[config.mk]
export PLATFORM = sky130hd
export DESIGN_NAME = spw_tx
export DESIGN_NICKNAME = d
export VERILOG_FILES = /design/src/design/spw_tx_ctrl_pkg.sv /design/src/design/spw_char_pkg.sv /design/src/design/spw_tx.sv /design/src/design/spw_tx_serializer.sv /design/src/design/spw_tx_sequencer.sv /design/src/design/spw_tx_flow_ctrl.sv
export VERILOG_INCLUDE_DIRS = /design/src /design/src/design
export SDC_FILE = /design/constraint.sdc
export NUM_CORES = 1
export LEC_CHECK = 0
export ABC_AREA = 1
export BUFFER_PORTS_ARGS = -buffer_cell sky130_fd_sc_hd__buf_2
export CAP_MARGIN = 20
export CORE_MARGIN = 5
export CORE_UTILIZATION = 40
export CTS_CLUSTER_DIAMETER = 40
export DETAILED_ROUTE_END_ITERATION = 8
export PLACE_DENSITY = 0.62
export SLEW_MARGIN = 40
export SYNTH_ARGS = -nofsm -noshare
export SYNTH_HDL_FRONTEND = slang
export SYNTH_HIERARCHICAL = 1
export SYNTH_SLANG_ARGS = --single-unit
export TNS_END_PERCENT = 5
[constraint.sdc]
create_clock -name pclk_tx -period 4.13 [get_ports pclk_tx]
set_input_delay 0.413 -clock pclk_tx [delete_from_list [all_inputs] [get_ports pclk_tx]]
set_output_delay 0.413 -clock pclk_tx [all_outputs]
set_load 0.03 [all_outputs]
[src/design/spw_tx_macros.svh]
`ifndef SPW_TX_MACROS_SVH
`define SPW_TX_MACROS_SVH

// Transmit word is a control flag on top of one byte
`define SPW_WORD_W 9

// Bit position inside the current character
`define SPW_BITCNT_W 4

// Line bits per character, parity bit included
`define SPW_NULL_LEN 8
`define SPW_FCT_LEN 4
`define SPW_DATA_LEN 10
`define SPW_EOP_LEN 4

// Receive credit, one step per received FCT
`define SPW_CREDIT_W 6
`define SPW_CREDIT_STEP 8
`define SPW_CREDIT_MAX 56

// Outgoing FCTs still owed to the far end
`define SPW_FCT_PEND_W 3
`define SPW_FCT_PEND_INIT 7

// End codes in the low bits of a control word
`define SPW_CODE_EOP 2'b00
`define SPW_CODE_EEP 2'b01

`endif
[src/design/spw_tx_ctrl_pkg.sv]
package spw_tx_ctrl_pkg;

	// IDLE        line quiet
	// NULL_ONLY   NULLs while the link starts up
	// RUN         FCT, N-chars and NULL fill
	typedef enum logic [1:0]
	{
		IDLE,
		NULL_ONLY,
		RUN
	} link_state_e;

endpackage

[src/design/spw_char_pkg.sv]
`include "spw_tx_macros.svh"

package spw_char_pkg;

	// Character kinds put on the line
	typedef enum logic [2:0]
	{
		NULL,
		FCT,
		DATA,
		EOP,
		EEP
	} char_kind_e;

	// Normal character view
	typedef struct packed
	{
		logic ctrl;
		logic [`SPW_WORD_W-2:0] data;
	} tx_data_view_t;

	// End of packet view, only the low two bits matter
	typedef struct packed
	{
		logic ctrl;
		logic [5:0] pad;
		logic [1:0] code;
	} tx_ctrl_view_t;

	typedef union packed
	{
		tx_data_view_t d;
		tx_ctrl_view_t c;
	} tx_word_u;

endpackage

[src/design/spw_tx.sv]
`timescale 1ns/10ps

`include "spw_tx_macros.svh"

module spw_tx (
	input  logic pclk_tx,
	input  logic enable_tx,
	input  logic send_null_tx,
	input  logic send_fct_tx,
	input  logic [`SPW_WORD_W-1:0] data_tx_i,
	input  logic txwrite_tx,
	input  logic gotfct_tx,
	input  logic send_fct_now,
	output logic tx_dout_e,
	output logic tx_sout_e,
	output logic ready_tx_data
);

	logic credit_avail;
	logic fct_pending;
	logic fct_sent;
	logic nchar_sent;
	logic char_load;
	logic char_busy;
	logic char_last;
	spw_char_pkg::char_kind_e char_kind;
	spw_char_pkg::tx_word_u char_word;

	spw_tx_flow_ctrl flow_ctrl_inst (
		.pclk_tx(pclk_tx), .enable_tx(enable_tx),
		.gotfct_tx(gotfct_tx), .send_fct_now(send_fct_now),
		.fct_sent(fct_sent), .nchar_sent(nchar_sent),
		.credit_avail(credit_avail), .fct_pending(fct_pending)
	);

	spw_tx_sequencer sequencer_inst (
		.pclk_tx(pclk_tx), .enable_tx(enable_tx),
		.send_null_tx(send_null_tx), .send_fct_tx(send_fct_tx),
		.txwrite_tx(txwrite_tx), .data_tx_i(data_tx_i),
		.credit_avail(credit_avail), .fct_pending(fct_pending),
		.char_busy(char_busy), .char_last(char_last),
		.char_load(char_load), .char_kind(char_kind), .char_word(char_word),
		.fct_sent(fct_sent), .nchar_sent(nchar_sent), .ready_tx_data(ready_tx_data)
	);

	spw_tx_serializer serializer_inst (
		.pclk_tx(pclk_tx), .enable_tx(enable_tx),
		.char_load(char_load), .char_kind(char_kind), .char_word(char_word),
		.char_busy(char_busy), .char_last(char_last),
		.tx_dout_e(tx_dout_e), .tx_sout_e(tx_sout_e)
	);

endmodule

[src/design/spw_tx_serializer.sv]
`timescale 1ns/10ps

`include "spw_tx_macros.svh"

module spw_tx_serializer (
	input  logic pclk_tx,
	input  logic enable_tx,
	input  logic char_load,
	input  spw_char_pkg::char_kind_e char_kind,
	input  spw_char_pkg::tx_word_u char_word,
	output logic char_busy,
	output logic char_last,
	output logic tx_dout_e,
	output logic tx_sout_e
);

	localparam logic [`SPW_BITCNT_W-1:0] LEN_NULL = `SPW_NULL_LEN;
	localparam logic [`SPW_BITCNT_W-1:0] LEN_FCT = `SPW_FCT_LEN;
	localparam logic [`SPW_BITCNT_W-1:0] LEN_DATA = `SPW_DATA_LEN;
	localparam logic [`SPW_BITCNT_W-1:0] LEN_EOP = `SPW_EOP_LEN;

	spw_char_pkg::char_kind_e ld_kind;
	spw_char_pkg::tx_word_u ld_word;
	logic [`SPW_BITCNT_W-1:0] bit_idx;
	logic [`SPW_BITCNT_W-1:0] last_idx;
	logic prev_par;
	logic next_bit;
	logic next_sout;

	function automatic logic [`SPW_BITCNT_W-1:0] char_len(input spw_char_pkg::char_kind_e kind);
		case (kind)
			spw_char_pkg::NULL: return LEN_NULL;
			spw_char_pkg::FCT: return LEN_FCT;
			spw_char_pkg::DATA: return LEN_DATA;
			default: return LEN_EOP;
		endcase
	endfunction

	// XOR of the payload bits, used by the next parity bit
	function automatic logic payload_par(input spw_char_pkg::char_kind_e kind,
		input spw_char_pkg::tx_word_u word);
		case (kind)
			spw_char_pkg::DATA: return ^word.d.data;
			spw_char_pkg::EOP, spw_char_pkg::EEP: return 1'b1;
			default: return 1'b0;
		endcase
	endfunction

	// --------------------------------------------------
	// Line bit by kind and position
	// --------------------------------------------------
	function automatic logic char_bit(input spw_char_pkg::char_kind_e kind,
		input spw_char_pkg::tx_word_u word, input logic [`SPW_BITCNT_W-1:0] idx,
		input logic par_in);
		logic flag;
		logic [`SPW_BITCNT_W-1:0] pos;
		flag = (kind != spw_char_pkg::DATA);
		pos = idx - `SPW_BITCNT_W'd2;
		if (idx == '0)
			return ~(par_in ^ flag);
		if (idx == `SPW_BITCNT_W'd1)
			return flag;
		case (kind)
			spw_char_pkg::DATA: return word.d.data[pos[2:0]];
			spw_char_pkg::EOP: return (idx == `SPW_BITCNT_W'd3);
			spw_char_pkg::EEP: return (idx == `SPW_BITCNT_W'd2);
			// ESC 11, then FCT with parity 0 after even ESC payload
			spw_char_pkg::NULL: return (pos == 'd0 || pos == 'd1 || pos == 'd3);
			default: return 1'b0;
		endcase
	endfunction

	assign last_idx = char_len(ld_kind) - 1'b1;
	assign char_last = char_busy && (bit_idx == last_idx);

	always_comb
	begin
		if (char_load)
			next_bit = char_bit(char_kind, char_word, '0, prev_par);
		else
			next_bit = char_bit(ld_kind, ld_word, bit_idx + 1'b1, prev_par);
		// Strobe flips only when data repeats
		next_sout = (next_bit == tx_dout_e) ? ~tx_sout_e : tx_sout_e;
	end

	always_ff @(posedge pclk_tx)
	begin
		if (char_load)
			ld_word <= char_word;
	end

	always_ff @(posedge pclk_tx or negedge enable_tx)
	begin
		if (!enable_tx)
		begin
			ld_kind <= spw_char_pkg::NULL;
			bit_idx <= '0;
			char_busy <= 1'b0;
			prev_par <= 1'b0;
			tx_dout_e <= 1'b0;
			tx_sout_e <= 1'b0;
		end
		else if (char_load)
		begin
			ld_kind <= char_kind;
			bit_idx <= '0;
			char_busy <= 1'b1;
			prev_par <= payload_par(char_kind, char_word);
			tx_dout_e <= next_bit;
			tx_sout_e <= next_sout;
		end
		else if (char_busy)
		begin
			if (char_last)
				char_busy <= 1'b0;
			else
			begin
				bit_idx <= bit_idx + 1'b1;
				tx_dout_e <= next_bit;
				tx_sout_e <= next_sout;
			end
		end
	end

	a_ds_one_change: assert property (@(posedge pclk_tx) disable iff (!enable_tx)
		!($changed(tx_dout_e) && $changed(tx_sout_e)));

endmodule

[src/design/spw_tx_sequencer.sv]
`timescale 1ns/10ps

`include "spw_tx_macros.svh"

module spw_tx_sequencer (
	input  logic pclk_tx,
	input  logic enable_tx,
	input  logic send_null_tx,
	input  logic send_fct_tx,
	input  logic txwrite_tx,
	input  spw_char_pkg::tx_word_u data_tx_i,
	input  logic credit_avail,
	input  logic fct_pending,
	input  logic char_busy,
	input  logic char_last,
	output logic char_load,
	output spw_char_pkg::char_kind_e char_kind,
	output spw_char_pkg::tx_word_u char_word,
	output logic fct_sent,
	output logic nchar_sent,
	output logic ready_tx_data
);

	spw_tx_ctrl_pkg::link_state_e link_state;
	spw_tx_ctrl_pkg::link_state_e link_next;
	spw_char_pkg::char_kind_e nchar_kind;
	logic boundary;
	logic load_nchar;
	logic in_nchar;

	// Serializer idle or on the final bit of a character
	assign boundary = !char_busy || char_last;

	// --------------------------------------------------
	// Link state
	// --------------------------------------------------
	always_comb
	begin
		link_next = link_state;
		case (link_state)
			spw_tx_ctrl_pkg::IDLE:
			begin
				if (send_null_tx)
					link_next = spw_tx_ctrl_pkg::NULL_ONLY;
			end
			spw_tx_ctrl_pkg::NULL_ONLY:
			begin
				if (boundary && !send_null_tx)
					link_next = spw_tx_ctrl_pkg::IDLE;
				else if (send_fct_tx)
					link_next = spw_tx_ctrl_pkg::RUN;
			end
			spw_tx_ctrl_pkg::RUN:
			begin
				if (boundary && !send_null_tx)
					link_next = spw_tx_ctrl_pkg::IDLE;
			end
			default:
			begin
				link_next = spw_tx_ctrl_pkg::IDLE;
			end
		endcase
	end

	// --------------------------------------------------
	// Next character
	// --------------------------------------------------
	always_comb
	begin
		if (!data_tx_i.c.ctrl)
			nchar_kind = spw_char_pkg::DATA;
		else
		begin
			case (data_tx_i.c.code)
				`SPW_CODE_EOP: nchar_kind = spw_char_pkg::EOP;
				`SPW_CODE_EEP: nchar_kind = spw_char_pkg::EEP;
				default: nchar_kind = spw_char_pkg::EOP;
			endcase
		end
	end

	always_comb
	begin
		char_kind = spw_char_pkg::NULL;
		if (link_state == spw_tx_ctrl_pkg::RUN)
		begin
			if (fct_pending)
				char_kind = spw_char_pkg::FCT;
			else if (txwrite_tx && credit_avail)
				char_kind = nchar_kind;
		end
	end

	// A falling send_null_tx stops the line at the boundary
	assign char_load = boundary && send_null_tx && (link_state != spw_tx_ctrl_pkg::IDLE);

	// Word goes with the load, serializer keeps its own copy
	assign char_word = data_tx_i;

	assign load_nchar = char_load && (char_kind == spw_char_pkg::DATA
		|| char_kind == spw_char_pkg::EOP || char_kind == spw_char_pkg::EEP);
	assign fct_sent = char_load && (char_kind == spw_char_pkg::FCT);
	assign nchar_sent = load_nchar;

	always_ff @(posedge pclk_tx or negedge enable_tx)
	begin
		if (!enable_tx)
		begin
			link_state <= spw_tx_ctrl_pkg::IDLE;
			in_nchar <= 1'b0;
			ready_tx_data <= 1'b0;
		end
		else
		begin
			link_state <= link_next;
			if (char_load)
				in_nchar <= load_nchar;
			// One clock after the last N-char bit is on the line
			ready_tx_data <= char_last && in_nchar;
		end
	end

	a_load_at_boundary: assert property (@(posedge pclk_tx) disable iff (!enable_tx)
		char_load |-> (!char_busy || char_last));

endmodule

[src/design/spw_tx_flow_ctrl.sv]
`timescale 1ns/10ps

`include "spw_tx_macros.svh"

module spw_tx_flow_ctrl (
	input  logic pclk_tx,
	input  logic enable_tx,
	input  logic gotfct_tx,
	input  logic send_fct_now,
	input  logic fct_sent,
	input  logic nchar_sent,
	output logic credit_avail,
	output logic fct_pending
);

	localparam logic [`SPW_CREDIT_W:0] CREDIT_STEP = `SPW_CREDIT_STEP;
	localparam logic [`SPW_CREDIT_W-1:0] CREDIT_MAX = `SPW_CREDIT_MAX;
	localparam logic [`SPW_FCT_PEND_W-1:0] PEND_INIT = `SPW_FCT_PEND_INIT;
	localparam logic [`SPW_FCT_PEND_W-1:0] PEND_MAX = '1;

	logic got_q;
	logic req_q;
	logic got_edge;
	logic req_edge;
	logic [`SPW_CREDIT_W-1:0] credit;
	logic [`SPW_CREDIT_W-1:0] credit_next;
	logic [`SPW_CREDIT_W:0] credit_sum;
	logic [`SPW_FCT_PEND_W-1:0] fct_pend;
	logic [`SPW_FCT_PEND_W-1:0] fct_pend_next;

	// Count each request once, however long it is held
	assign got_edge = gotfct_tx & ~got_q;
	assign req_edge = send_fct_now & ~req_q;

	// --------------------------------------------------
	// Receive credit
	// --------------------------------------------------
	always_comb
	begin
		credit_sum = {1'b0, credit} + (got_edge ? CREDIT_STEP : '0)
			- {{`SPW_CREDIT_W{1'b0}}, nchar_sent};
		if (credit_sum > {1'b0, CREDIT_MAX})
			credit_next = CREDIT_MAX;
		else
			credit_next = credit_sum[`SPW_CREDIT_W-1:0];
	end

	// --------------------------------------------------
	// Outgoing FCTs owed
	// --------------------------------------------------
	always_comb
	begin
		fct_pend_next = fct_pend;
		case ({req_edge, fct_sent})
			2'b10:
			begin
				if (fct_pend != PEND_MAX)
					fct_pend_next = fct_pend + 1'b1;
			end
			2'b01:
			begin
				fct_pend_next = fct_pend - 1'b1;
			end
			default:
			begin
				fct_pend_next = fct_pend;
			end
		endcase
	end

	always_ff @(posedge pclk_tx or negedge enable_tx)
	begin
		if (!enable_tx)
		begin
			got_q <= 1'b0;
			req_q <= 1'b0;
			credit <= '0;
			fct_pend <= PEND_INIT;
		end
		else
		begin
			got_q <= gotfct_tx;
			req_q <= send_fct_now;
			credit <= credit_next;
			fct_pend <= fct_pend_next;
		end
	end

	assign credit_avail = (credit != '0);
	assign fct_pending = (fct_pend != '0);

	a_credit_limit: assert property (@(posedge pclk_tx) disable iff (!enable_tx)
		credit <= CREDIT_MAX);

	// Sequencer must hold off N-chars until credit arrives
	a_nchar_needs_credit: assert property (@(posedge pclk_tx) disable iff (!enable_tx)
		nchar_sent |-> (credit != '0));

endmodule

==> results by group <==
Timing
  • Slew margin rel.: 60.2%
  • Period utilisation layout: 80.4%
  • Achievable frequency: 301 MHz
  • Endpoints failing setup: 0
  • Hold Vio Cnt, Final: 0
  • Hold Worst Slack: 131 ps
  • Layout Skew: 4.27 ps
  • Slew @ Worst Pin: 597 ps
  • RSZ-0062 raised after global routing: false
  • TNS Setup: 0 ps
  • Final slew viol count: 0
  • Crit path time final: 3320 ps

Floorplanning
  • Core area: 0.00554 mm²
  • Cell row count: 27
  • Starting Density: 41.6%
  • DIE HEIGHT: 85.9 µm
  • Die X-Extent: 85.9 µm
  • Die Area: 0.00737 mm²
  • IO Pins: 19

Logic synthesis
  • Yosys warnings: 6
  • Syn Std Cell Area: 0.00230 mm²
  • Syn_nets: 328
  • Avg Cell Area, Syn: 7.80 µm²
  • Post-Synthesis Cells: 295

Place
  • Detailed Place HPWL: 3340 µm
  • Routability cong.: 0.846
  • Port buffer count: 18

Routing
  • Initial drt markers: 65
  • Routed wire length: 4250 µm
  • DRT Pass-1 Iters: 5
  • Met1 wire length: 1920 µm
  • Final ANT Viol Nets: 0
  • Wire length per cell: 11.0 µm
  • Met2 routed WL: 2150 µm
  • Post-route DRC violation count: 0
  • Highest routed layer: met4
  • Average vias per placed instance: 4.70
  • Total number of vias: 1809
  • Met3 wire len: 94 µm

Clock network
  • Post-CTS Resized: 0
  • Reg clk slew, reported paths: 70 ps
  • Clock buffer depth: 2
  • # clock sinks: 34
  • Clk Latency, worst-skew pair: 280 ps
  • CTS H-Tree Depth: 2
  • CTS tree: built
  • Inserted Clock Buffers: 5
  • # Post-CTS Setup Buffers: 0
  • Clk root buf: clkbuf_8
  • Hold buffer count at cts: 0

Worst setup path
  • Slowest stage delay, CP: 410 ps
  • Endpoint class of the critical path: flop
  • Worst r2r path cells: 22
  • R2r endpoint: flow_ctrl_inst/credit[0]$_DFF_PN0_
  • CP max FO: 17
  • Crit-path slowest cell: dfrtp_1
  • Critical path, cell by cell: inv_1, nand3_1, nor3_1, o221ai_1, nor2_1, inv_1, nand2_2, nand2_1, nor2_1, buf_4, nand2_1, inv_1, ha_1, inv_1, ha_1, fa_1, nand3_1, nand4_1, nand2_1, nand3_2, nand2_2, nor2_1
  • Buf+Inv Stages, Crit Path: 5
  • Flop-to-flop setup slack: 810 ps
  • Startpoint Class: flop
  • Crit Path Category: flop to flop
  • Worst Path Required: 4310 ps
  • CP arrival: 3490 ps
  • Most frequent CP cell: inv_1
  • Crit-path leading delay family: simple AND/OR/NAND/NOR gates
  • Worst r2r src: serializer_inst/ld_kind[2]$_DFFE_PN0P_
  • CP startpoint: serializer_inst/ld_kind[2]$_DFFE_PN0P_

Power
  • Gate power share: 51.9%
  • Pwr/cell area: 689 mW/mm²
  • Net Sw Frac: 44.3%
  • Flop pwr share: 31.1%
  • Maximum VDD drop: 0.353 mV
  • Lkg Pwr: 1.30 nW
  • P_sw: 772 µW
  • Clock power frac: 17.0%
  • P_int: 970 µW

Status
  • Status: finished, final reports clean

Cells and area
  • # diodes: 0
  • Layout area overhead: 9.84%
  • Ratio of cells with drive above 1 in the final layout: 16.3%
  • NumNets Final: 345
  • Layout fillers: 587

Global routing
  • GRT Util Overall: 12.9%
  • Congestion Overflow GR: 0
  • Pin count of the biggest net entering global routing: 27
  • First-pass GRT wire length: 7650 µm
  • Initial antenna violation count: 0
  • Number of global-route vias before repair: 1797

Run
  • Max cap viols: 0

Worst hold path
  • Hold WC Path Type: primary input to asynchronous set/reset pin
-- flip-flops by register name (all words and copies together) (netlist names), 2 cells and up --
| name | flops |
|---|---|
| serializer_inst/ld_word | 8 |
| flow_ctrl_inst/credit | 6 |
| serializer_inst/bit_idx | 4 |
| flow_ctrl_inst/fct_pend | 3 |
| serializer_inst/ld_kind | 3 |
| sequencer_inst/link_state | 2 |
-- power groups by stage --
stage | clock [mW] | sequential [mW] | combinational (mW)
5_1_grt | 0.324 | 0.558 | 1.04
4_1_cts | 0.305 | 0.542 | 0.919
2_1_floorplan | 0 | 0.537 | 0.736
6_report | 0.297 | 0.542 | 0.904
3_3_place_gp | 0 | 0.547 | 0.900
3_5_place_dp | 0 | 0.549 | 0.912
-- layer usage --
metal	global-route usage (%)	vias to the layer above
met2	22.8	21
met5	0	-
met4	4.89	0
met3	2.59	9
li1	-	952
met1	15.3	827
-- layout make-up --
type	count	area, µm²	share of cell area [%]
Sequential cell	34	895	35.4
Tap cell	72	90.1	3.56
Inverter	61	229	9.05
Timing Repair Buffer	19	97.6	3.86
Clock inverter	1	30.0	1.19
Multi-Input combinational cell	191	1110	43.9
Clock buffer	7	76.3	3.02
-- layout by cell type (no fill, tap or decap), drive strengths merged, types with 5 or more instances in the layout --
cell type,count
buf,19
dfrtp,23
nor2,22
o21ai,9
nand2,73
a21oi,9
ha,15
edfxtp,8
xor2,5
nand3,30
inv,61
xnor2,7
clkbuf,7
nand4,6
-- worst max path at each step --
stage | end | cells after the start
3_5_place_dp | flow_ctrl_inst/credit[2]$_DFF_PN0_ | 22
2_1_floorplan | flow_ctrl_inst/credit[0]$_DFF_PN0_ | 21
3_3_place_gp | flow_ctrl_inst/credit[0]$_DFF_PN0_ | 22
6_report | flow_ctrl_inst/credit[0]$_DFF_PN0_ | 22
4_1_cts | flow_ctrl_inst/credit[2]$_DFF_PN0_ | 22
5_1_grt | flow_ctrl_inst/credit[2]$_DFF_PN0_ | 22
-- stage by stage --
| stage | cell area (µm²) | std cells | total power [mW] | setup slack [ps] | utilization [%] |
|---|---|---|---|---|---|
| floorplan | 2300 | 295 | 1.27 | 733 | - |
| global placement | 2420 | 377 | 1.45 | 873 | 43.7 |
| detailed placement | 2420 | 377 | 1.46 | 783 | 43.7 |
| CTS | 2530 | 385 | 1.77 | 781 | 45.6 |
| global route | 2530 | 385 | 1.92 | 412 | 45.6 |
| finish | 2530 | 385 | 1.74 | 811 | 45.6 |
No activity file was read; power rests on OpenSTA's default activity.
